## config.mk

```make
export PLATFORM = sky130hd
export DESIGN_NAME = stream_router
export DESIGN_NICKNAME = d
export VERILOG_FILES = /design/src/hw/sdr_stream_pkg.sv /design/src/hw/stream_router.sv
export VERILOG_INCLUDE_DIRS = /design/src /design/src/hw
export SDC_FILE = /design/constraint.sdc
export NUM_CORES = 1
export LEC_CHECK = 0
export ABC_CLOCK_PERIOD_IN_PS = 1530
export BUFFER_PORTS_ARGS = -buffer_cell sky130_fd_sc_hd__buf_2
export CAP_MARGIN = 20
export CORE_AREA = 3 3 40 42
export CTS_BUF_LIST = sky130_fd_sc_hd__clkbuf_8
export CTS_CLUSTER_SIZE = 16
export DETAILED_ROUTE_END_ITERATION = 12
export DIE_AREA = 0 0 43 45
export MAX_ROUTING_LAYER = met4
export PLACE_DENSITY_LB_ADDON = 0.1
export SLEW_MARGIN = 20
export SYNTH_ARGS = -nofsm -noshare
export SYNTH_HDL_FRONTEND = slang
export SYNTH_SLANG_ARGS = --single-unit
```

## constraint.sdc

```tcl
create_clock -name tx_clock -period 1.53 [get_ports tx_clock]
set_input_delay 0.153 -clock tx_clock [delete_from_list [all_inputs] [get_ports tx_clock]]
set_output_delay 0.153 -clock tx_clock [all_outputs]
set_load 0.005 [all_outputs]
```

## src/hw/ethernet_sdr_config.svh

```systemverilog
`ifndef ETHERNET_SDR_CONFIG_SVH
`define ETHERNET_SDR_CONFIG_SVH

// stream and frame geometry
`define NUM_STREAMS 4
`define PAYLOAD_BYTES 16
`define HDR_BYTES 8

// udp port for data and commands
`define CMD_PORT 16'd1024

// packet sync and type bytes
`define SYNC0 8'hEF
`define SYNC1 8'hFE
`define TYPE_DATA 8'h01
`define TYPE_DISC 8'h02
`define TYPE_RUN 8'h04

// network_state[3:1] while running
`define NET_RUNNING 3'b100

`endif

```

## src/hw/sdr_stream_pkg.sv

```systemverilog
`include "ethernet_sdr_config.svh"

package sdr_stream_pkg;

	localparam int STREAM_W = (`NUM_STREAMS > 1) ? $clog2(`NUM_STREAMS) : 1;
	localparam int RD_W = $clog2(`PAYLOAD_BYTES);

	typedef logic [STREAM_W-1:0] stream_id_t;

	// sample byte tagged with its stream
	typedef struct packed {
		stream_id_t id;
		logic [7:0] data;
	} sample_byte_t;

	// byte index into a framer payload
	typedef logic [RD_W-1:0] framer_rd_t;

endpackage

```

## src/hw/stream_router.sv

```systemverilog
`timescale 1ns/1ps
`include "ethernet_sdr_config.svh"

module stream_router (
	input  logic                        tx_clock,
	input  logic                        rst_n_i,
	input  logic                        sample_stb_i,
	input  sdr_stream_pkg::sample_byte_t sample_i,
	output logic [`NUM_STREAMS-1:0]     stb_o,
	output logic [7:0]                  data_o
);

	import sdr_stream_pkg::*;

	logic         stb_q;
	sample_byte_t sample_q;

	always_ff @(posedge tx_clock) begin
		if (!rst_n_i) begin
			stb_q <= 1'b0;
		end else begin
			stb_q <= sample_stb_i;
		end
	end

	always_ff @(posedge tx_clock) begin
		if (sample_stb_i) sample_q <= sample_i;
	end

	// one-hot strobe to the tagged framer
	always_comb begin
		for (int s = 0; s < `NUM_STREAMS; s++) begin
			stb_o[s] = stb_q && (sample_q.id == stream_id_t'(s));
		end
	end

	assign data_o = sample_q.data;

	a_id_range: assert property (@(posedge tx_clock) disable iff (!rst_n_i)
		sample_stb_i |-> int'(sample_i.id) < `NUM_STREAMS);

endmodule

```

# ---- Word level (Yosys, flattened, before mapping)
# Index checks and enable logic that the tools add are counted.
dict set report totals {
  output_inout_bits 12
  word_cells 11
  in_bits 13
  regBits 11
}
dict set report classes {
  n_eq_ne 3
  n_reduce_logical 5
}
# operator n
set ops {}
lappend ops {{2-bit equality test (second input constant)} 2}
lappend ops {{1-bit logical AND} 4}
lappend ops {{2-bit by 1-bit equality test with 1-bit output (second input constant)} 1}
lappend ops {{2-bit logical NOT} 1}

# ---- Depth between registers and ports, before layout
dict set report logic_depth {
  word_depth 2
  mapped_depth 1
  ltp_nobuf 1
}

# ---- Least setup slack after synthesis
# OpenSTA, ideal clock, no wires.
dict set report synth_timing {
  kind {register -> output}
  from {reg sample_q[9] (netlist bit)}
  to {out stb_o[1]}
  path_stages_with_launch 2
  slack_ns 0.751
  arrival_time_ns 0.626
  path_buffers 0
  required_time_ns 1.377
  cell_sequence {edfxtp_1 -> and3b_1}
}
dict set report synth_between {
  elab_chain_len 2
}
# item line_no
set synth_rtl {}
lappend synth_rtl {{start, declared} stream_router.sv:16} ;# sample_byte_t sample_q;
lappend synth_rtl {{start signal, assigned} stream_router.sv:27} ;# if (sample_stb_i) sample_q <= sample_i;
lappend synth_rtl {{2-bit by 1-bit equality test with 1-bit output} stream_router.sv:33} ;# stb_o[s] = stb_q && (sample_q.id == stream_id_t'(s));
lappend synth_rtl {{1-bit logical AND} stream_router.sv:33}
lappend synth_rtl {{end, declared} stream_router.sv:9} ;# output logic [`NUM_STREAMS-1:0] stb_o,
# Every way passes these cells.

# ---- Final worst setup path
dict set report layout_timing {
  from {reg sample_q[8] (netlist bit)}
  to {out stb_o[2]}
}
dict set report layout_between {
  elab_chain_len 2
}
# item line_no
set layout_rtl {}
lappend layout_rtl {{2-bit equality test} stream_router.sv:33}
lappend layout_rtl {{1-bit logical AND} stream_router.sv:33}
# Every way passes these cells.

==> impl_summary.log <==
[metrics] endpoint required time on the critical path: about 1400 ps
[metrics] run status: finished clean
[metrics] total track usage: 6.18%
[metrics] CP Class: flop to primary output
[metrics] final cycle utilization of the critical path: 73.9%
[metrics] Adder-Cell Fraction of Synth Area: 0%
[metrics] buffers inserted by post-CTS timing repair: 0
[metrics] die span in y: between 40 and 50 µm
[metrics] maximum net fanout on the critical path: 4
[metrics] number of nets in the layout: slightly below 60
[metrics] Syn-to-layout area delta: 29.2%
[metrics] Starting Density: 33.0%
[metrics] width of the die: 43 µm
[metrics] Max Buffers Root-to-Sink: 2
[metrics] measured slew at the worst slew-check pin: 227 ps
[metrics] count of instances resized after the clock tree is built: 0
[metrics] number of nets with antenna violations after routing: 0
[metrics] clock tree root buffer cell: sky130_fd_sc_hd__clkbuf_8
[metrics] Die ar.: 1940 µm²
[metrics] Ports: 25
[metrics] mean instance size in the synthesized netlist: 17.7 µm²
[metrics] number of unique standard cell types used by synthesis: 7
[metrics] initial antenna violation count: 0
[metrics] number of hold-repair buffers added at the cts stage: 0
[metrics] Clock Sinks: 11
[metrics] Max-slew headroom: 84.9%
[metrics] highest achievable clock rate: 884 MHz
[metrics] worst hold slack: between 90 and 100 ps
[metrics] element type at the critical path start: flop
[metrics] Leak: between 0.2 and 0.3 nW
[metrics] Post-route DRC: 0
[metrics] port buffer count: 24
[metrics] DRT Wirelength: 576 µm
[metrics] Power Total: 0.000673 W
[metrics] via count of the first global-routing pass: 229
[metrics] Worst-path clk slew: ~50 ps
[metrics] Pins Over Slew Limit: 0
[metrics] most common cell after layout, fill and taps aside: sky130_fd_sc_hd__buf_2
[metrics] wire length of the first global-routing pass: approximately 850 µm
[metrics] number of endpoints failing setup at the final stage: 0
[metrics] CTS tree: built
[metrics] via density per instance: ~4.0
[metrics] post-synthesis compound-gate area fraction: 0%
[metrics] post-synthesis mux area share: 0%
[metrics] num rows: 13
[metrics] post-synthesis share of cell area spent on xor and xnor gates: 0%
[metrics] final cell count without fillers: 59
[metrics] largest net degree at the start of global routing: 12
[metrics] floorplan core area: between 1000 and 1500 µm²
[metrics] Cell Pwr Density: 1230 nW/µm²
[metrics] Cells after Synth: 24
[metrics] count of H-tree levels built during CTS: 1
[metrics] RD Place Congestion: 0.631
[metrics] main combinational cell family by area after synthesis: buffers and inverters
[metrics] combined area of all synthesized cells: 424 µm²
[metrics] iteration-0 DRC count of the detailed router: 3
[metrics] DRT Pass-1 Iters: 2
[metrics] Worst Setup End Kind: primary output
[metrics] peak supply drop: 0.530 mV
[metrics] total congestion overflow: 0
[metrics] count of yosys warnings during synthesis: 0
[metrics] post-synthesis share of cell area spent on and, or, nand and nor gates: roughly a tenth
[metrics] shortest clock period the worst path allows after layout: 1130 ps
[metrics] register bit count reported by yosys: 11
[metrics] worst min path class: primary input to flop
[metrics] number of buffers created by CTS: 3
[metrics] Routed wire per std cell: ~9.8 µm
[metrics] fraction of final layout cells with drive strength greater than 1: 65.9%
[metrics] total of max-cap violations: 0
[metrics] Final Util: 42.6%
[metrics] Worst Path Arrival: about 980 ps
[metrics] Hold Fails Final Rpt: 0
[metrics] RSZ-0062 raised after global routing: false
[metrics] Synth Net Count: 37
[metrics] sum of negative setup slack: 0 ps
[metrics] n_diodes: 0
[metrics] via count: 234
[metrics] fraction of the yosys area taken by sequential cells: 75.5%
[metrics] commonest non-fill, non-tap cells in the layout: 24 x sky130_fd_sc_hd__buf_2, 10 x sky130_fd_sc_hd__edfxtp_1, 3 x sky130_fd_sc_hd__clkbuf_8
[metrics] post-placement cell count: 55
sequential cells by signal, summed over array words and instances, names as in the netlist:
name	flops
data_o	8
sample_q	2
stb_q	1
where the power goes:
group,internal (W),switching [W]
clock,0.000175,0.0000911
combinational,0.0000270,0.0000186
sequential,0.000354,0.00000778
total,0.000556,0.000118
worst paths after layout:
path / from / to / slack [ps] / cells past startpoint
worst min-delay path: sample_i[8] / sample_q[8] / 100 / 1
worst max-delay path: sample_q[8] / stb_o[2] / 400 / 2
metrics by stage:
| step | instance area, µm² | worst slack [ps] |
|---|---|---|
| 2_1_floorplan | 424 | 751 |
| 3_3_place_gp | 503 | 658 |
| 3_5_place_dp | 503 | 634 |
| 4_1_cts | 548 | 382 |
| 5_1_grt | 548 | 342 |
| 6_report | 548 | 399 |
worst max-delay path, stage by stage (launching register included):
cell                       delay, ps
sky130_fd_sc_hd__edfxtp_1        420
sky130_fd_sc_hd__and3b_1         220
sky130_fd_sc_hd__buf_2           110
final cells by class:
class,count,area (µm²)
clock buffer,3,41.3
clock inverter,1,3.75
fill,125,737
multi-input combinational,5,43.8
sequential,11,320
tap,15,18.8
timing repair buffer,24,120
metal layers:
layer / track usage [%] / up-vias / share of wire, %
met1: 4.53 / 103 / 34
met5: - / - / 0
met2: 12.0 / 14 / 55
li1: - / 117 / -
met3: 2.79 / 0 / 11
met4: 3.61 / 0 / 0
synth_stat cells (all sizes together):
master	n	area, µm²
and3	1	7.51
nor3b	1	12.5
edfxtp	10	300
buf	8	60.1
dfxtp	1	20.0
and2	1	6.26
and3b	2	17.5
kinds of logic (layout without fill, tap and decap cells):
family | count (synthesis) | in the layout
buffers and inverters | 8 | 28
flip-flops | 11 | 11
AND/OR/NAND/NOR | 5 | 5
Note: power is estimated with default switching activity, not from simulation.
