**src/hw/ethernet_sdr_config.svh**
```systemverilog
`ifndef ETHERNET_SDR_CONFIG_SVH
`define ETHERNET_SDR_CONFIG_SVH

// stream and frame geometry
`define NUM_STREAMS 4
`define PAYLOAD_BYTES 16
`define HDR_BYTES 8

// udp port for data and commands
`define CMD_PORT 16'd1024

// packet sync and type bytes
`define SYNC0 8'hEF
`define SYNC1 8'hFE
`define TYPE_DATA 8'h01
`define TYPE_DISC 8'h02
`define TYPE_RUN 8'h04

// network_state[3:1] while running
`define NET_RUNNING 3'b100

`endif

```
**src/hw/udp_frame_pkg.sv**
```systemverilog
package udp_frame_pkg;

	// udp receive stream from the network stack
	typedef struct packed {
		logic        active;
		logic [7:0]  data;
		logic [15:0] to_port;
		logic        broadcast;
	} udp_rx_t;

	// udp transmit request towards the network stack
	typedef struct packed {
		logic        request;
		logic [7:0]  data;
		logic [10:0] length;
	} udp_tx_t;

	// receive fifo write port
	typedef struct packed {
		logic       enable;
		logic [7:0] data;
	} rx_fifo_t;

endpackage

```
**src/hw/rx_recv.sv**
```systemverilog
`timescale 1ns/1ps
`include "ethernet_sdr_config.svh"

module rx_recv (
	input  logic                  tx_clock,
	input  logic                  rst_n_i,
	input  udp_frame_pkg::udp_rx_t  udp_rx_i,
	output udp_frame_pkg::rx_fifo_t rx_fifo_o,
	output logic                  run_o,
	output logic                  disc_req_o
);

	import udp_frame_pkg::*;

	localparam logic [3:0] HDR_IDX = 4'(`HDR_BYTES);

	udp_rx_t    rx_q;
	logic [3:0] idx;
	logic       sync0_ok;
	logic       sync1_ok;
	logic [7:0] type_q;
	logic       arg_q;
	logic       hdr_ok;
	logic       is_data;
	logic       pkt_end;

	assign hdr_ok  = sync0_ok && sync1_ok;
	assign pkt_end = rx_q.active && !udp_rx_i.active;
	assign is_data = hdr_ok && (type_q == `TYPE_DATA) && (udp_rx_i.to_port == `CMD_PORT);

	// header bytes of the current packet
	always_ff @(posedge tx_clock) begin
		if (!udp_rx_i.active) begin
			sync0_ok <= 1'b0;
			sync1_ok <= 1'b0;
			type_q   <= 8'h00;
		end else begin
			if (idx == 4'd0) sync0_ok <= (udp_rx_i.data == `SYNC0);
			if (idx == 4'd1) sync1_ok <= (udp_rx_i.data == `SYNC1);
			if (idx == 4'd2) type_q <= udp_rx_i.data;
			if (idx == 4'd3) arg_q <= udp_rx_i.data[0];
		end
	end

	always_ff @(posedge tx_clock) begin
		rx_fifo_o.data <= udp_rx_i.data;
		if (!rst_n_i) begin
			rx_q             <= '0;
			idx              <= 4'd0;
			run_o            <= 1'b0;
			disc_req_o       <= 1'b0;
			rx_fifo_o.enable <= 1'b0;
		end else begin
			rx_q <= udp_rx_i;
			// index saturates once the header is past
			if (!udp_rx_i.active) idx <= 4'd0;
			else if (idx != HDR_IDX) idx <= idx + 4'd1;
			rx_fifo_o.enable <= udp_rx_i.active && (idx == HDR_IDX) && is_data;
			// act on the packet once active falls
			disc_req_o <= pkt_end && rx_q.broadcast && hdr_ok && (type_q == `TYPE_DISC);
			if (pkt_end && hdr_ok && (type_q == `TYPE_RUN) && (rx_q.to_port == `CMD_PORT))
				run_o <= arg_q;
		end
	end

	a_port_stable: assert property (@(posedge tx_clock) disable iff (!rst_n_i)
		rx_q.active && udp_rx_i.active |-> udp_rx_i.to_port == rx_q.to_port);

endmodule

```
**config.mk**
```make
export PLATFORM = sky130hd
export DESIGN_NAME = rx_recv
export DESIGN_NICKNAME = d
export VERILOG_FILES = /design/src/hw/udp_frame_pkg.sv /design/src/hw/rx_recv.sv
export VERILOG_INCLUDE_DIRS = /design/src /design/src/hw
export SDC_FILE = /design/constraint.sdc
export NUM_CORES = 1
export LEC_CHECK = 0
export BUFFER_PORTS_ARGS = -buffer_cell sky130_fd_sc_hd__buf_2
export CAP_MARGIN = 5
export CORE_ASPECT_RATIO = 0.6
export CORE_UTILIZATION = 30
export CTS_CLUSTER_DIAMETER = 150
export CTS_CLUSTER_SIZE = 40
export DETAILED_ROUTE_END_ITERATION = 16
export SLEW_MARGIN = 10
export SYNTH_ARGS = -nofsm -noshare
export SYNTH_HDL_FRONTEND = slang
export SYNTH_SLANG_ARGS = --single-unit
```
**constraint.sdc**
```tcl
create_clock -name tx_clock -period 1.3 [get_ports tx_clock]
set_input_delay 0.195 -clock tx_clock [delete_from_list [all_inputs] [get_ports tx_clock]]
set_output_delay 0.195 -clock tx_clock [all_outputs]
set_load 0.01 [all_outputs]
```
# == Yosys cells after proc, flatten, opt, wreduce, memory -nomap -nowiden ==
# Index checks and enable logic that the tools add are counted.
# word_totals
output_inout_bits,11
register_bits,44
in_bits,28
# op_classes
add_sub_neg,1
n_eq_ne,12
n_reduce_logical,16
# op_table
cell,count
equality test 16 x 11 -> 1 bit (second input constant),2
equality test 8 bit (second input constant),2
logical AND 1 bit,12
equality test 4 x 2 -> 1 bit (second input constant),2
equality test 8 x 1 -> 1 bit (second input constant),1
equality test 8 x 2 -> 1 bit (second input constant),1
equality test 8 x 3 -> 1 bit (second input constant),1
adder 4 x 1 -> 4 bit (second input constant),1
equality test 4 x 1 -> 1 bit (second input constant),1
equality test 4 bit (second input constant),1
zero test 4 bit,1
inequality test 4 bit (second input constant),1
AND reduction 2 bit,2
zero test 1 bit,1

# == Logic depth before layout (Yosys ltp) ==
# logic_depth
depth_word,5
mapped_depth,6
mapped_depth_nobuf,5

# == Worst setup path before layout ==
# No wires, ideal clock.
# synth_timing
kind,reg2reg
start,register idx[0]
end,register rx_fifo_o[8] (netlist bit)
path_slack_ps,39
path_buffers,1
t_arrival_ps,1169
synth_period_minus_slack_ps,1261
path_stages_with_launch,7
setup_ps,92
required_time_ps,1208
path_cell_list,dfxtp_1 -> inv_1 -> ha_1 -> and3b_1 -> clkbuf_1 -> nand4_1 -> nor4_1
# synth_between
elab_chain_cells,3
# synth_lines
element,line,text
from (decl),rx_recv.sv:18,logic [3:0] idx;
from (signal assigned),rx_recv.sv:57,else if (idx != HDR_IDX) idx <= idx + 4'd1;
equality test 4 bit,rx_recv.sv:58,rx_fifo_o.enable <= udp_rx_i.active && (idx == HDR_IDX) && is_data;
logical AND 1 bit (2 in a row),rx_recv.sv:58,
to (decl),rx_recv.sv:8,"output udp_frame_pkg::rx_fifo_t rx_fifo_o,"
# No other way between the ends.
# A chain may end at the register's enable or synchronous reset.

# == Final worst setup path ==
# Same ends and word-level chain as after synthesis.

==> flow_summary.json <==
{
  "r2r_cells": 5,
  "p_seq_share_pct": 53.9,
  "detail_route.wl_per_cell_microns": 11.71,
  "finalSetupViolations": 2,
  "worstPathMaxFanout": 4,
  "syn_nets": 177,
  "cts_tree": "yes",
  "p_switching_mw": 0.5574,
  "cts_buffer_depth": 2,
  "netlist_top_cells_area": "dfxtp_1, and2_1, nand2_1",
  "cts-htree-levels": 2,
  "vias": 1180,
  "fmax_mhz": 750.9,
  "io_pins": 39,
  "antenna_found_initial": 0,
  "ys_ff_latch": 44,
  "clk_pin_slew_ps": 80,
  "synth_top_cell_by_area": "dfxtp_1",
  "die-area_sq_um": 5327,
  "worstSkewPairLatency_ps": 290,
  "p_int_mw": 2.080,
  "reg2reg_from": "idx[0]",
  "fin_ws_ps": -31.74,
  "crit_path_end": "rx_fifo_o[8]",
  "synth.distinct_cells": 31,
  "ant_nets": 0,
  "cp-start-kind": "register",
  "placed_cell_area_sq_um": 1871,
  "finalCritPeriodShare_pct": 102.4,
  "holdBufCountCts": 0,
  "power.clock.fraction_pct": 38.6,
  "fin_area_sq_um": 2048,
  "antennaDiodeCount": 0,
  "yosysSeqAreaShare_pct": 59.04,
  "slew_viol_final": 0,
  "grt_max_degree": 14,
  "cp.arrival_ps": 1540,
  "syn2layout_area_growth_pct": 35.74,
  "grt_pass1_wl_microns": 4830,
  "root_buffer": "clkbuf_8",
  "coreArea_sq_um": 4707,
  "fillers": 477,
  "rsz0062_at_grt": "true",
  "drive_above_1_share_pct": 37.62,
  "hpwl_microns": 2357,
  "synthCells": 145,
  "grt.total_usage_pct": 12.30,
  "hold_violations": 0,
  "cp-startpoint": "idx[0]",
  "avgSynthCellArea_sq_um": 10.41,
  "comb_power_share_pct": 7.5,
  "fin_cells": 265,
  "die_w_microns": 93.56,
  "hold_path_class": "input pin to register",
  "rrSetupSlack_ps": -30,
  "dr.pass1.iters": 4,
  "cts_buffers": 5,
  "worst_pin_slew_ps": 350.8,
  "start_util_pct": 32.06,
  "place.gp.congestion": 0.6873,
  "drc": 0,
  "rows": 19,
  "clock_sinks": 44,
  "maxCapViolCount": 0,
  "grt_pass1_vias": 1041,
  "drt-initial-drc-count": 18,
  "crit_type": "register to register",
  "power_density_nw_per_um2": 1288,
  "port_buffers": 38,
  "slew_headroom_pct": 76.40,
  "ys_warn_count": 0,
  "outcome": "finished with violations",
  "fin_nets": 233,
  "dp_cells": 256,
  "finClkSkew_ps": 7.608,
  "power_mw": 2.637,
  "detail_route.vias_per_cell": 4.453,
  "chipHeight_microns": 56.94,
  "regToRegEndpoint": "rx_fifo_o[8]",
  "routed_wl_microns": 3103,
  "timing.final.crit_period_ps": 1332,
  "netSwitchingFraction_pct": 21.13,
  "gr-total-overflow": 0,
  "synth_area_sq_um": 1509,
  "leakagePower_nw": 0.8481,
  "max-vdd-ir-drop_uv": 551.6,
  "crit_path_end_kind": "register",
  "cp.required_ps": 1500,
  "violations": "setup timing",
  "synth_top_area_share_pct": 57.05
}
-- Yosys cell counts --
cell type	number
and3b_1	1
nand3_1	1
clkbuf_1	4
edfxtp_1	1
buf_2	1
nor4_2	1
nand4_1	4
o41ai_1	1
nand3b_1	1
nor4b_1	1
xnor2_1	2
xor2_1	1
mux2i_1	1
nand2_1	24
nor4bb_1	1
a21boi_0	9
inv_1	3
nand4b_1	1
nor2_1	5
nor4_1	7
nor3_1	3
and3_1	1
nor2b_1	1
nor3b_1	1
and2_1	18
ha_1	4
dfxtp_1	43
nand4bb_1	1
a22oi_1	1
o311ai_1	1
and4b_1	1
-- per-stage QoR --
stage	hold slack [ps]	setup slack, ps	setup TNS (ps)	util, %
floorplan	222.7	39.32	0	-
global placement	329.5	-1.404	-1.404	39.74
detailed placement	328.2	-33.65	-64.46	39.74
CTS	15.35	-6.075	-6.075	42.56
global route	13.99	-97.21	-186.2	43.51
finish	22.85	-31.74	-35.54	43.51
-- flip-flops by register name, indices dropped and copies added (netlist names) --
signal / flops
disc_req_o: 1
sync0_ok: 1
rx_q: 18
arg_q: 1
type_q: 8
run_o: 1
sync1_ok: 1
rx_fifo_o: 9
idx: 4
-- power groups by stage --
stage                     Sequential, mW  Clock, mW  Combinational (mW)
after floorplan                     1.46          0              0.0717
after global placement              1.45          0               0.186
after detailed placement            1.45          0               0.186
after CTS                           1.42       1.04               0.191
after global routing                1.43       1.11               0.219
final                               1.42       1.02               0.197
-- worst max-delay path, cell delays in order, from the launching register on --
cell,delay (ps)
dfxtp_2,320
inv_1,70
ha_2,180
and3b_2,250
nand4_1,160
nor4_2,260
-- cell usage in the layout (no fill, tap or decap), types with 2 or more instances in the layout --
cell type and count:
dfxtp_2 2, inv_1 3, nor2_1 4, nor4_1 4
clkbuf_8 5, nand2_1 23, and2_1 17, ha_2 2
xnor2_1 2, buf_2 38, nor4_2 4, nand4_1 4
a21boi_0 7, dfxtp_1 41, ha_1 2, buf_4 15
nor3_1 3, a21boi_1 2
-- per-layer routing --
layer  global-route usage [%]  part of all wire [%]  up-vias
li1                         -                     -      608
met1                    17.51                    51      543
met2                    16.49                    42       26
met3                    4.267                   6.5        3
met4                    5.934                  0.97        0
met5                        0                     0        -
-- area by class of cell --
| type | instances | area, sq um | area share, % |
|---|---|---|---|
| clock buffer | 6 | 72.57 | 3.543 |
| clock inverter | 2 | 35.03 | 1.710 |
| inverter | 3 | 11.26 | 0.5498 |
| multi-input combinational | 93 | 643.1 | 31.40 |
| sequential | 44 | 893.4 | 43.62 |
| tap | 63 | 78.83 | 3.849 |
| timing repair buffer | 54 | 314.1 | 15.33 |
-- cell families (layout without fill, tap and decap cells) --
family          Yosys count  in the layout  share of synthesized area, %
fa+ha+maj                 4              4                         3.317
simple gates             73             73                         27.03
mux                       1              1                        0.6634
buf+inv                   8             65                         2.072
flops                    44             44                         59.04
compound gates           12             12                         6.136
xor+xnor                  3              3                         1.742
-- how the worst min path moves through the flow --
stage,cells past startpoint,startpoint,to
after detailed placement,1,udp_rx_i[22],rx_fifo_o[5]
after global routing,1,udp_rx_i[20],rx_fifo_o[3]
after global placement,1,udp_rx_i[22],rx_fifo_o[5]
after floorplan,0,udp_rx_i[17],rx_fifo_o[0]
final,1,udp_rx_i[22],rx_fifo_o[5]
after CTS,1,udp_rx_i[22],rx_fifo_o[5]
-- what timing repair did --
| item | in CTS | in global routing |
|---|---|---|
| resized for setup | 5 | 14 |
| buffers inserted | 0 | 1 |
| setup endpoints to repair | 2 | 12 |
| pin swaps | 3 | 0 |
(Power assumes the default switching activity.)
