[config.mk]
export PLATFORM = sky130hd
export DESIGN_NAME = stream_framer
export DESIGN_NICKNAME = d
export VERILOG_FILES = /design/src/hw/sdr_stream_pkg.sv /design/src/hw/stream_framer.sv
export VERILOG_INCLUDE_DIRS = /design/src /design/src/hw
export SDC_FILE = /design/constraint.sdc
export NUM_CORES = 1
export LEC_CHECK = 0
export ABC_AREA = 1
export ABC_CLOCK_PERIOD_IN_PS = 1790
export BUFFER_PORTS_ARGS = -buffer_cell sky130_fd_sc_hd__buf_2
export CORE_AREA = 8 8 93 157
export CTS_CLUSTER_DIAMETER = 150
export DETAILED_ROUTE_END_ITERATION = 16
export DIE_AREA = 0 0 101 165
export MAX_ROUTING_LAYER = met4
export PLACE_DENSITY = 0.87
export SYNTH_ARGS = -nofsm -noshare
export SYNTH_HDL_FRONTEND = slang
export SYNTH_SLANG_ARGS = --single-unit
[constraint.sdc]
create_clock -name tx_clock -period 1.79 [get_ports tx_clock]
set_input_delay 0.2685 -clock tx_clock [delete_from_list [all_inputs] [get_ports tx_clock]]
set_output_delay 0.2685 -clock tx_clock [all_outputs]
set_load 0.02 [all_outputs]
[src/hw/ethernet_sdr_config.svh]
`ifndef ETHERNET_SDR_CONFIG_SVH
`define ETHERNET_SDR_CONFIG_SVH

// stream and frame geometry
`define NUM_STREAMS 4
`define PAYLOAD_BYTES 16
`define HDR_BYTES 8

// udp port for data and commands
`define CMD_PORT 16'd1024

// packet sync and type bytes
`define SYNC0 8'hEF
`define SYNC1 8'hFE
`define TYPE_DATA 8'h01
`define TYPE_DISC 8'h02
`define TYPE_RUN 8'h04

// network_state[3:1] while running
`define NET_RUNNING 3'b100

`endif

[src/hw/sdr_stream_pkg.sv]
`include "ethernet_sdr_config.svh"

package sdr_stream_pkg;

	localparam int STREAM_W = (`NUM_STREAMS > 1) ? $clog2(`NUM_STREAMS) : 1;
	localparam int RD_W = $clog2(`PAYLOAD_BYTES);

	typedef logic [STREAM_W-1:0] stream_id_t;

	// sample byte tagged with its stream
	typedef struct packed {
		stream_id_t id;
		logic [7:0] data;
	} sample_byte_t;

	// byte index into a framer payload
	typedef logic [RD_W-1:0] framer_rd_t;

endpackage

[src/hw/stream_framer.sv]
`timescale 1ns/1ps
`include "ethernet_sdr_config.svh"

module stream_framer (
	input  logic                      tx_clock,
	input  logic                      rst_n_i,
	input  logic                      stb_i,
	input  logic [7:0]                data_i,
	input  sdr_stream_pkg::framer_rd_t rd_i,
	input  logic                      done_i,
	output logic                      ready_o,
	output logic [7:0]                rd_data_o,
	output logic [31:0]               seq_o,
	output logic                      overflow_o
);

	import sdr_stream_pkg::*;

	localparam framer_rd_t LAST = framer_rd_t'(`PAYLOAD_BYTES - 1);

	logic [7:0] payload [`PAYLOAD_BYTES];
	framer_rd_t wr_idx;
	logic       wr_en;

	// bytes are taken only while no frame is waiting
	assign wr_en = stb_i && !ready_o;

	always_ff @(posedge tx_clock) begin
		if (wr_en) payload[wr_idx] <= data_i;
	end

	always_ff @(posedge tx_clock) begin
		if (!rst_n_i) begin
			wr_idx     <= '0;
			ready_o    <= 1'b0;
			seq_o      <= 32'd0;
			overflow_o <= 1'b0;
		end else begin
			if (wr_en) begin
				if (wr_idx == LAST) begin
					wr_idx  <= '0;
					ready_o <= 1'b1;
				end else begin
					wr_idx <= wr_idx + 1'b1;
				end
			end
			if (stb_i && ready_o) overflow_o <= 1'b1;
			// frame drained by the arbiter
			if (done_i) begin
				ready_o <= 1'b0;
				seq_o   <= seq_o + 32'd1;
			end
		end
	end

	assign rd_data_o = payload[rd_i];

	a_done_ready: assert property (@(posedge tx_clock) disable iff (!rst_n_i)
		done_i |-> ready_o);

	a_ovf_sticky: assert property (@(posedge tx_clock) disable iff (!rst_n_i)
		overflow_o |=> overflow_o);

endmodule

### Yosys cells after proc, flatten, opt, wreduce, memory -nomap -nowiden

Memories as Yosys holds them, arrays and structs flattened.
Index checks and enable logic that the tools add are counted.

| cells by class | value |
|---|---|
| add/sub/neg operators | 2 |
| $mul | 0 |
| divide/modulo/power cells | 0 |
| $lt $le $gt $ge | 0 |
| equality and inequality tests | 1 |
| shift operators | 0 |
| mux-type cells | 3 |
| bitwise operators | 1 |
| reductions and logical operators | 5 |

Operators by type and width:

| kind | count |
|---|---|
| $add 32x1->32 const B | 1 |
| $add 4x1->4 const B | 1 |
| $eq 4x4->1 const B | 1 |
| $mux 4 | 1 |
| $logic_and 1x1->1 | 2 |
| $mux 1 | 2 |
| $reduce_and 2->1 | 1 |
| $reduce_or 2->1 | 1 |
| $logic_not 1->1 | 1 |
| $not 1->1 | 1 |

| word-level totals | value |
|---|---|
| register bits after elaboration | 38 |
| latch bits | 0 |
| memory bits (writable) | 128 |
| memory bits (read-only) | 0 |
| input bits | 16 |
| output and inout port bits | 42 |
| memories | 1 |

Memories:

| memory | depth | width | rd ports | clocked after Yosys merged registers in | write ports | RTL line | source |
|---|---|---|---|---|---|---|---|
| payload | 16 | 8 | 1 | 0 | 1 | stream_framer.sv:21 | `` logic [7:0] payload [`PAYLOAD_BYTES]; `` |

### Logic depth before layout (Yosys ltp)

Gate-level depths: netlist (run 1).

| logic depth | value |
|---|---|
| depth after elaboration | 4 |
| depth in mapped cells | 9 |
| mapped depth without buffers | 9 |

### Worst setup path before layout (run 1)

Ideal clock, no wire load.

| timing path | value |
|---|---|
| path type | reg2reg |
| from | reg ready_o |
| to | mem payload[0][0] (enable) |
| data arrival time | 1.142 ns |
| required time | 1.420 ns |
| path slack | 0.278 ns |
| cell stages (with the launch flop) | 6 |
| path buffers | 0 |
| cells stage by stage | dfxtp_1 -> inv_1 -> nand2_1 -> inv_1 -> nand2_1 -> nor2_1 |

| on the way | value |
|---|---|
| word-level cells in the longest chain between the ends | 4 |

Ends and longest elaborated chain:

| element | RTL line | source |
|---|---|---|
| start, declared | stream_framer.sv:11 | `output logic ready_o,` |
| start signal, assigned | stream_framer.sv:35 | `ready_o <= 1'b0;` |
| start signal, assigned | stream_framer.sv:42 | `ready_o <= 1'b1;` |
| start signal, assigned | stream_framer.sv:50 | `ready_o <= 1'b0;` |
| $logic_not 1->1 | stream_framer.sv:26 | `assign wr_en = stb_i && !ready_o;` |
| $logic_and 1x1->1 | stream_framer.sv:26 |  |
| $mux 1 | stream_framer.sv:29 | `if (wr_en) payload[wr_idx] <= data_i;` |
| $mux 1 (implied by the code) | stream_framer.sv:29 |  |
| end, declared | stream_framer.sv:21 |  |

No other way between the ends.

### Worst setup path after layout (run 1)

| timing path | value |
|---|---|
| from | mem payload[13][2] |
| to | out rd_data_o[2] |

| on the way | value |
|---|---|
| word-level cells in the longest chain between the ends | 1 |

Ends and longest elaborated chain:

| element | RTL line | source |
|---|---|---|
| $mem_v2 16x8 | n/a |  |
| end, declared | stream_framer.sv:12 | `output logic [7:0] rd_data_o,` |

No other way between the ends.

==> flow_summary.ini, run 1 <==
[status]
status = finished with violations
violations = negative setup slack

[grt]
grt-ovfl-total = 0
grt_pass1_wl_um = 27990
grt_pass1_vias = 5496
grt.total_usage_pct = 23.14
grt_max_degree = 49
antenna_found_initial = 0

[logic_synthesis]
synthCells = 734
synth.net_count = 755
avgSynthCellArea_um2 = 9.924
synth_xor_area_share_pct = 0.3607
synthMuxAreaShare_pct = 0
post_synth_instance_area_mm2 = 0.007284
synth_seq_area_share_pct = 63.21
synth_top_family_by_area = simple AND/OR/NAND/NOR gates
synth_compound_area_share_pct = 9.790
synthSimpleGateAreaFrac_pct = 18.36
ys_types = 30
yosysWarningCount = 0
yosys_register_bits = 166
synth_fa_ha_area_share_pct = 0.8588

[final_layout]
layout_commonest_cell = edfxtp_1
drive_gt1_share_pct = 19.46
final_cell_mix = edfxtp_1, nand2_1, inv_1, nor2_1, nand3_1
nFillCells = 897
nets = 830
n_antenna_cell = 0
finalInstanceArea_mm2 = 0.008613
multi_input_area_mm2 = 0.002192
ff_latch_area_mm2 = 0.004604
layout-area-overhead-vs-synth_pct = 18.24

[sta]
fin_crit_sh_pct = 102.5
setup_viol = 1
drv_slew = 0
min_period_ps = 1835
fin_ws_ps = -44.94
fmax_mhz = 545.0
fin_skew_ps = 9.059
slew-limit-headroom_pct = 67.14
worstMarginPinSlew_ps = 489.1
finalHoldViolations = 0
rsz0062_at_grt = true

[clock_network]
cts_sinks = 166
insertion_delay_ps = 420
clockBufferDepth = 2
clk_pin_slew_ps = 70
numCtsBuffers = 17
holdBufCountCts = 0
tritoncts = yes
cts-root-buf = clkbuf_16
cts-htree-levels = 4

[critical_path]
worst_path_most_repeated_cell = nand3_1
cp_slowest_cell = edfxtp_1
cpLargestDelayFamily = flip-flops
crit_path_max_incr_delay_ps = 360
path_cells = inv_1, a21oi_1, o21ai_0, nand3_1, nand3_1, nand2_2, buf_6
crit_type = reg2out
reg2regPathDepth = 7
worstSetupEndpointType = primary output
cp.depth = 7
crit_fanout = 1
critPathLaunchType = register
cp_num_buf_inv = 2
worstPathRequired_ps = 1520
arrival_ps = 1570

[pwr]
power.density_mw_per_mm2 = 984.0
p_leak_nw = 3.346
p_total_mw = 8.475
ir_drop_v = 0.0007309

[die]
dieHeight_um = 165
io_pins = 58
row_count = 54
die_w_um = 101
start_util_pct = 58.60
die-area_mm2 = 0.01667
core_mm2 = 0.01243

[detailed_routing]
vias = 5514
dr.pass1.iters = 5
viasPerCell = 5.570
drt-total-wl_um = 17730
drc_errors = 0
wl_per_cell_um = 17.91
drt_iter0_markers = 304
ant_nets = 0

[hold_path]
hold_path.class = in2reg
hold_depth = 3

[place]
io_buffer_count = 57
place_area_mm2 = 0.007904
gp_congestion = 0.9044
dpl.hpwl_um = 11700

[flow_run]
max_cap_violations = 0
## Yosys cell counts, drive strengths merged
library cell / n / area share (%)
edfxtp: 128 / 53
nor2: 84 / 5.1
buf: 19 / 1.4
nand3b: 1 / 0.10
nand3: 69 / 4.9
xor2: 2 / 0.24
o211ai: 32 / 3.3
nor3: 7 / 0.48
a211oi: 3 / 0.31
a21oi: 50 / 3.4
o21a: 2 / 0.21
clkinv: 1 / 0.051
o21ai: 37 / 2.5
inv: 106 / 5.5
xnor2: 1 / 0.12
ha: 5 / 0.86
dfxtp: 38 / 10
clkbuf: 10 / 0.52
nor4: 1 / 0.086
nand4: 7 / 0.60
nand2: 131 / 7.1
## metal layers
metal	track usage [%]	wire [um]	part of all wire [%]
met1	22.67	6214	35
met2	41.19	9605	54
met3	4.897	1059	6.0
met4	13.09	850	4.8
met5	-	0	0
## cell type report
class                      count  share of cell area, %
clock buffer                  18                  4.983
clock inverter                14                  2.048
inverter                     107                  4.663
multi-input combinational    432                  25.45
sequential                   166                  53.46
tap                          168                  2.440
timing repair buffer          85                  6.958
## state kept, by name (all words and copies together) (netlist names)
name / count
seq_o: 32
overflow_o: 1
payload: 128
wr_idx: 4
ready_o: 1
## final timing paths
kind,endpoint,slack [ps],from
worst min register to register,overflow_o$_SDFFE_PN0P_,470,overflow_o$_SDFFE_PN0P_
worst max-delay path,rd_data_o[2],-40,payload[13][2]$_DFFE_PP_
worst min-delay path,overflow_o$_SDFFE_PN0P_,120,stb_i
worst max register to register,seq_o[19]$_SDFFE_PN0P_,190,seq_o[15]$_SDFFE_PN0P_
## metrics by stage
step	instances	hold WS [ps]	TNS, ps	setup slack (ps)	utilization, %
5_1_grt	990	146.0	-304.3	-128.0	69.28
3_5_place_dp	958	460.1	0	77.19	63.58
2_1_floorplan	734	367.4	0	278.0	-
6_report	990	119.4	-44.94	-44.94	69.28
4_1_cts	990	120.6	0	0.2935	68.63
3_3_place_gp	958	448.7	0	106.2	63.58
## power breakdown
part / total [mW] / leakage (nW) / internal [mW] / switching [mW]
registers: 4.21 / 1.46 / 4.19 / 0.0189
clock network: 3.74 / 0.296 / 2.13 / 1.61
logic: 0.530 / 1.59 / 0.179 / 0.351
total: 8.48 / 3.35 / 6.49 / 1.98
## tightest hold or removal path, stage by stage
cell,delay (ps)
buf_2,100
a21oi_1,60
nor2_1,70
## cell families (layout without fill, tap and decap cells)
group           count (synthesis)  after routing
compound gates                124            124
xor+xnor                        3              3
fa+ha+maj                       5              5
buf+inv                       136            224
flops                         166            166
simple gates                  300            300
## timing repair
| action | in CTS | in global routing |
|---|---|---|
| buffers inserted | 0 | 0 |
| setup endpoints to repair | 5 | 8 |
| resized for setup | 7 | 38 |
| pin swaps | 4 | 24 |
Note: power is estimated with default switching activity, not from simulation.
==> run 2, diff against run 1 <==
--- a/config.mk
+++ b/config.mk
@@ -15,6 +15,7 @@
 export DIE_AREA = 0 0 101 165
 export MAX_ROUTING_LAYER = met4
 export PLACE_DENSITY = 0.87
+export SETUP_SLACK_MARGIN = 0.2
 export SYNTH_ARGS = -nofsm -noshare
 export SYNTH_HDL_FRONTEND = slang
 export SYNTH_SLANG_ARGS = --single-unit
==> flow_summary.ini, run 2 (synthesized netlist as in run 1, its figures left out) <==
[final_layout]
reg_top3 = payload (128), seq_o (32), wr_idx (4)
nets = 833
finalInstanceArea_mm2 = 0.008696
final_cells = 993
n_antenna_cell = 0
drive_gt1_share_pct = 21.45
top_register = payload
layout-area-overhead-vs-synth_pct = 19.37
layout_commonest_cell = edfxtp_1
nFillCells = 887
largest_reg_flops = 128
final_cell_mix = edfxtp_1, nand2_1, inv_1, nor2_1, nand3_1

[clock_network]
cts_sinks = 166
clk_pin_slew_ps = 70
cts-root-buf = clkbuf_16
numCtsBuffers = 17
cts-htree-levels = 4
tritoncts = yes
insertion_delay_ps = 420
clockBufferDepth = 2

[sta]
setup-tns-final_ps = 0
fin_crit_sh_pct = 98.52
rsz0062_at_grt = true
worstMarginPinSlew_ps = 409.9
setup_viol = 0
fin_skew_ps = 7.394
drv_slew = 0
finalHoldViolations = 0
fmax_mhz = 567.0
min_period_ps = 1764
slew-limit-headroom_pct = 72.65

[place]
place_area_mm2 = 0.007904
dpl.hpwl_um = 11700
placed_cells = 958
io_buffer_count = 57
gp_congestion = 0.9044

[critical_path]
worstPathRequired_ps = 1520
arrival_ps = 1500
critPathLaunchType = register
crit_start = payload[13][2]$_DFFE_PP_
r2r-end = payload[3][7]$_DFFE_PP_
r2r_slack_ps = 320
worstSetupEndpointType = primary output
crit_end = rd_data_o[2]
crit_fanout = 1
crit_type = reg2out
worst_r2r_startpoint = wr_idx[1]$_SDFFE_PN0P_
reg2regPathDepth = 6

[pwr]
power.density_mw_per_mm2 = 975.8
ir_drop_v = 0.0007314
p_leak_nw = 3.363
p_total_mw = 8.485

[detailed_routing]
viasPerCell = 5.557
wl_per_cell_um = 18.05
drc_errors = 0
vias = 5518
drt_iter0_markers = 287
drt-total-wl_um = 17920
ant_nets = 0
dr.pass1.iters = 5

[grt]
grt_max_degree = 49
grt_pass1_vias = 5517
grt-ovfl-total = 0
grt.total_usage_pct = 23.12
antenna_found_initial = 0
grt_pass1_wl_um = 27970

[hold_path]
hold_path.class = in2reg

[die]
die_w_um = 101
start_util_pct = 58.60
io_pins = 58
dieHeight_um = 165
die-area_mm2 = 0.01667
row_count = 54
core_mm2 = 0.01243

[status]
status = complete, no violations

[flow_run]
max_cap_violations = 0
-- run 2: changes by cell type in the layout (fill, tap and decap cells not counted), sizes merged --
cell      previous run  this run
clkinvlp             1         2
buf                 85        87
-- run 2: worst max-delay path: stages, from the launching register on --
cell and delay, ps:
edfxtp_1 360, inv_1 110, a21oi_1 90, o21ai_0 90, nand3_1 100, nand3_1 100
nand2_1 70, buf_4 160
-- run 2: stage by stage --
step / hold WS (ps) / worst slack, ps / util [%]
floorplan: 367.4 / 278.0 / -
finish: 119.4 / 26.45 / 69.95
global route: 146.0 / -65.63 / 69.95
CTS: 120.6 / 21.64 / 69.00
global placement: 448.7 / 106.2 / 63.58
detailed placement: 460.1 / 77.19 / 63.58
-- run 2: metal layers --
| metal | share of wire [%] | routed length (um) | up-vias | global-route usage [%] |
|---|---|---|---|---|
| met5 | 0 | 0 | - | - |
| met2 | 54 | 9700 | 223 | 41.77 |
| li1 | - | - | 2638 | - |
| met3 | 5.9 | 1065 | 58 | 4.686 |
| met1 | 35 | 6315 | 2599 | 22.48 |
| met4 | 4.7 | 837 | 0 | 12.47 |
-- run 2: final cells by class --
type                    instances  area (um^2)  area share [%]
repair inverters                1        5.005         0.05755
repair buffers                 87        636.9           7.324
inverters                     107        401.6           4.619
flip-flops and latches        166         4612           53.04
clock buffers                  18        429.2           4.935
multi-input cells             432         2225           25.58
well taps                     168        210.2           2.417
clock inverters                14        176.4           2.029
-- run 2: worst min path at each step --
stage | startpoint | endpoint | slack, ps | cells after the start
6_report | stb_i | overflow_o$_SDFFE_PN0P_ | 120 | 3
5_1_grt | stb_i | overflow_o$_SDFFE_PN0P_ | 150 | 3
2_1_floorplan | data_i[0] | payload[0][0]$_DFFE_PP_ | 370 | 0
3_5_place_dp | overflow_o$_SDFFE_PN0P_ | overflow_o$_SDFFE_PN0P_ | 460 | 2
3_3_place_gp | overflow_o$_SDFFE_PN0P_ | overflow_o$_SDFFE_PN0P_ | 450 | 2
4_1_cts | stb_i | overflow_o$_SDFFE_PN0P_ | 120 | 3
-- run 2: report_power, final --
group	total, mW	internal, mW	switching, mW
Sequential	4.21	4.19	0.0186
Clock	3.75	2.13	1.62
Combinational	0.534	0.181	0.353
Total	8.49	6.49	1.99
-- run 2: what timing repair did --
action                     CTS  global route
setup endpoints to repair    9            33
hold buffers                 0             0
gates resized for setup     25            36
pin swaps                   14            21
gates cloned                 0             1
setup buffers                0             2
==> run 3, diff against run 2 <==
--- a/config.mk
+++ b/config.mk
@@ -14,7 +14,7 @@
 export DETAILED_ROUTE_END_ITERATION = 16
 export DIE_AREA = 0 0 101 165
 export MAX_ROUTING_LAYER = met4
-export PLACE_DENSITY = 0.87
+export PLACE_DENSITY = 0.88
 export SETUP_SLACK_MARGIN = 0.2
 export SYNTH_ARGS = -nofsm -noshare
 export SYNTH_HDL_FRONTEND = slang
==> flow_summary.ini, run 3 (synthesized netlist as in run 1, its figures left out) <==
[status]
status = complete, no violations

[die]
die_w_um = 101
die-area_mm2 = 0.01667
start_util_pct = 58.60
core_mm2 = 0.01243
row_count = 54
io_pins = 58
dieHeight_um = 165

[clock_network]
insertion_delay_ps = 420
cts_sinks = 166
numCtsBuffers = 17
clk_pin_slew_ps = 70
cts-htree-levels = 4
tritoncts = yes
cts-root-buf = clkbuf_16
clockBufferDepth = 2

[sta]
rsz0062_at_grt = true
worstMarginPinSlew_ps = 485.7
fin_skew_ps = 9.308
setup_viol = 0
fin_ws_ps = 16.78
slew-limit-headroom_pct = 67.37
min_period_ps = 1773
setup-tns-final_ps = 0
fin_crit_sh_pct = 99.06
drv_slew = 0
finalHoldViolations = 0
fmax_mhz = 563.9

[critical_path]
worstPathRequired_ps = 1520
cpLargestDelayFamily = simple AND/OR/NAND/NOR gates
critPathLaunchType = register
cp_num_buf_inv = 2
crit_type = reg2out
crit_path_max_incr_delay_ps = 370
worstSetupEndpointType = primary output
r2r_slack_ps = 300
worst_r2r_startpoint = seq_o[1]$_SDFFE_PN0P_
arrival_ps = 1500
reg2regPathDepth = 9
r2r-end = seq_o[22]$_SDFFE_PN0P_
path_cells = inv_1, nand2_1, o211ai_1, nand3_1, nand3_2, nand2_2, buf_6
crit_fanout = 1
cp_slowest_cell = edfxtp_1

[detailed_routing]
drt-total-wl_um = 17760
drc_errors = 0
vias = 5636
wl_met3_um = 1004
dr.pass1.iters = 6
drt-met1-wl_um = 5996
drt_iter0_markers = 425
viasPerCell = 5.664
top_layer = met4
wl_met2_um = 9757
wl_per_cell_um = 17.85
ant_nets = 0

[place]
dp_slack_ps = 150.8
dpl.hpwl_um = 12220
io_buffer_count = 57
gp_congestion = 0.9097

[final_layout]
layout_commonest_cell = edfxtp_1
largest_reg_flops = 128
top_register = payload
nets = 835
nFillCells = 889
n_antenna_cell = 0
layout-area-overhead-vs-synth_pct = 18.88
reg_top3 = payload (128), seq_o (32), wr_idx (4)
drive_gt1_share_pct = 21.16
final_cell_mix = edfxtp_1, nand2_1, inv_1, nor2_1, nand3_1

[hold_path]
hp-start = stb_i
hold_depth = 3
whs_endpoint = overflow_o$_SDFFE_PN0P_
hold_path.class = in2reg

[grt]
grt.total_usage_pct = 22.69
antenna_found_initial = 0
grt-ovfl-total = 0
grt_pass1_wl_um = 27820
grt_max_degree = 52
grt_pass1_vias = 5699

[pwr]
p_leak_nw = 3.345
p_total_mw = 8.234
ir_drop_v = 0.0006688
power.density_mw_per_mm2 = 950.8

[flow_run]
max_cap_violations = 0
-- run 3: cell types whose count changed in the layout (fill, tap and decap cells not counted), sizes merged --
cell	before	now
bufinv	2	0
clkinv	3	5
clkbuf	18	17
buf	87	90
-- run 3: where the power goes --
| group | switching (mW) | total, mW | internal [mW] |
|---|---|---|---|
| Sequential | 0.0202 | 4.21 | 4.19 |
| Combinational | 0.345 | 0.518 | 0.173 |
| Clock | 1.64 | 3.51 | 1.87 |
| Total | 2.01 | 8.23 | 6.23 |
-- run 3: per-stage QoR --
stage | hold WS [ps] | utilization [%] | instance area [um^2] | std cells
CTS | 97.23 | 68.54 | 8521 | 991
detailed placement | 452.6 | 63.54 | 7899 | 959
global route | 137.3 | 69.66 | 8660 | 995
finish | 106.9 | 69.66 | 8660 | 995
floorplan | 367.4 | - | 7284 | 734
global placement | 447.9 | 63.54 | 7899 | 959
-- run 3: worst max path at each step --
stage,slack (ps),cells after the start,from,to
after floorplan,280,5,ready_o$_SDFFE_PP0P_,payload[0][0]$_DFFE_PP_
after global placement,160,8,rd_i[0],rd_data_o[2]
after detailed placement,150,8,rd_i[0],rd_data_o[5]
after CTS,10,7,payload[3][3]$_DFFE_PP_,rd_data_o[3]
after global routing,-100,7,payload[3][3]$_DFFE_PP_,rd_data_o[3]
final,20,7,payload[3][3]$_DFFE_PP_,rd_data_o[3]
-- run 3: worst register-to-register path, delay by kind of cell (launching register included) --
kind | cells | cell delay [ps]
simple gates | 6 | 520
buf+inv | 2 | 270
flops | 1 | 370
fa+ha+maj | 1 | 210
-- run 3: cell type report --
type,count,area [um^2],area share (%)
clock inverters,15,150.1,1.734
multi-input cells,432,2217,25.60
flip-flops and latches,166,4611,53.24
inverters,107,405.4,4.681
repair buffers,90,640.6,7.398
well taps,168,210.2,2.427
clock buffers,17,425.4,4.913
-- run 3: layer usage --
metal / track usage (%) / vias to the layer above
met4: 14.66 / 0
met3: 4.348 / 74
li1: - / 2644
met5: - / -
met1: 21.33 / 2618
met2: 40.92 / 300
-- run 3: timing repair --
action	4_1_cts	5_1_grt
resized for setup	19	34
pin swaps	19	17
hold buffers	0	0
buffers inserted	0	4
endpoints found under the setup margin	9	48
gates cloned	0	0
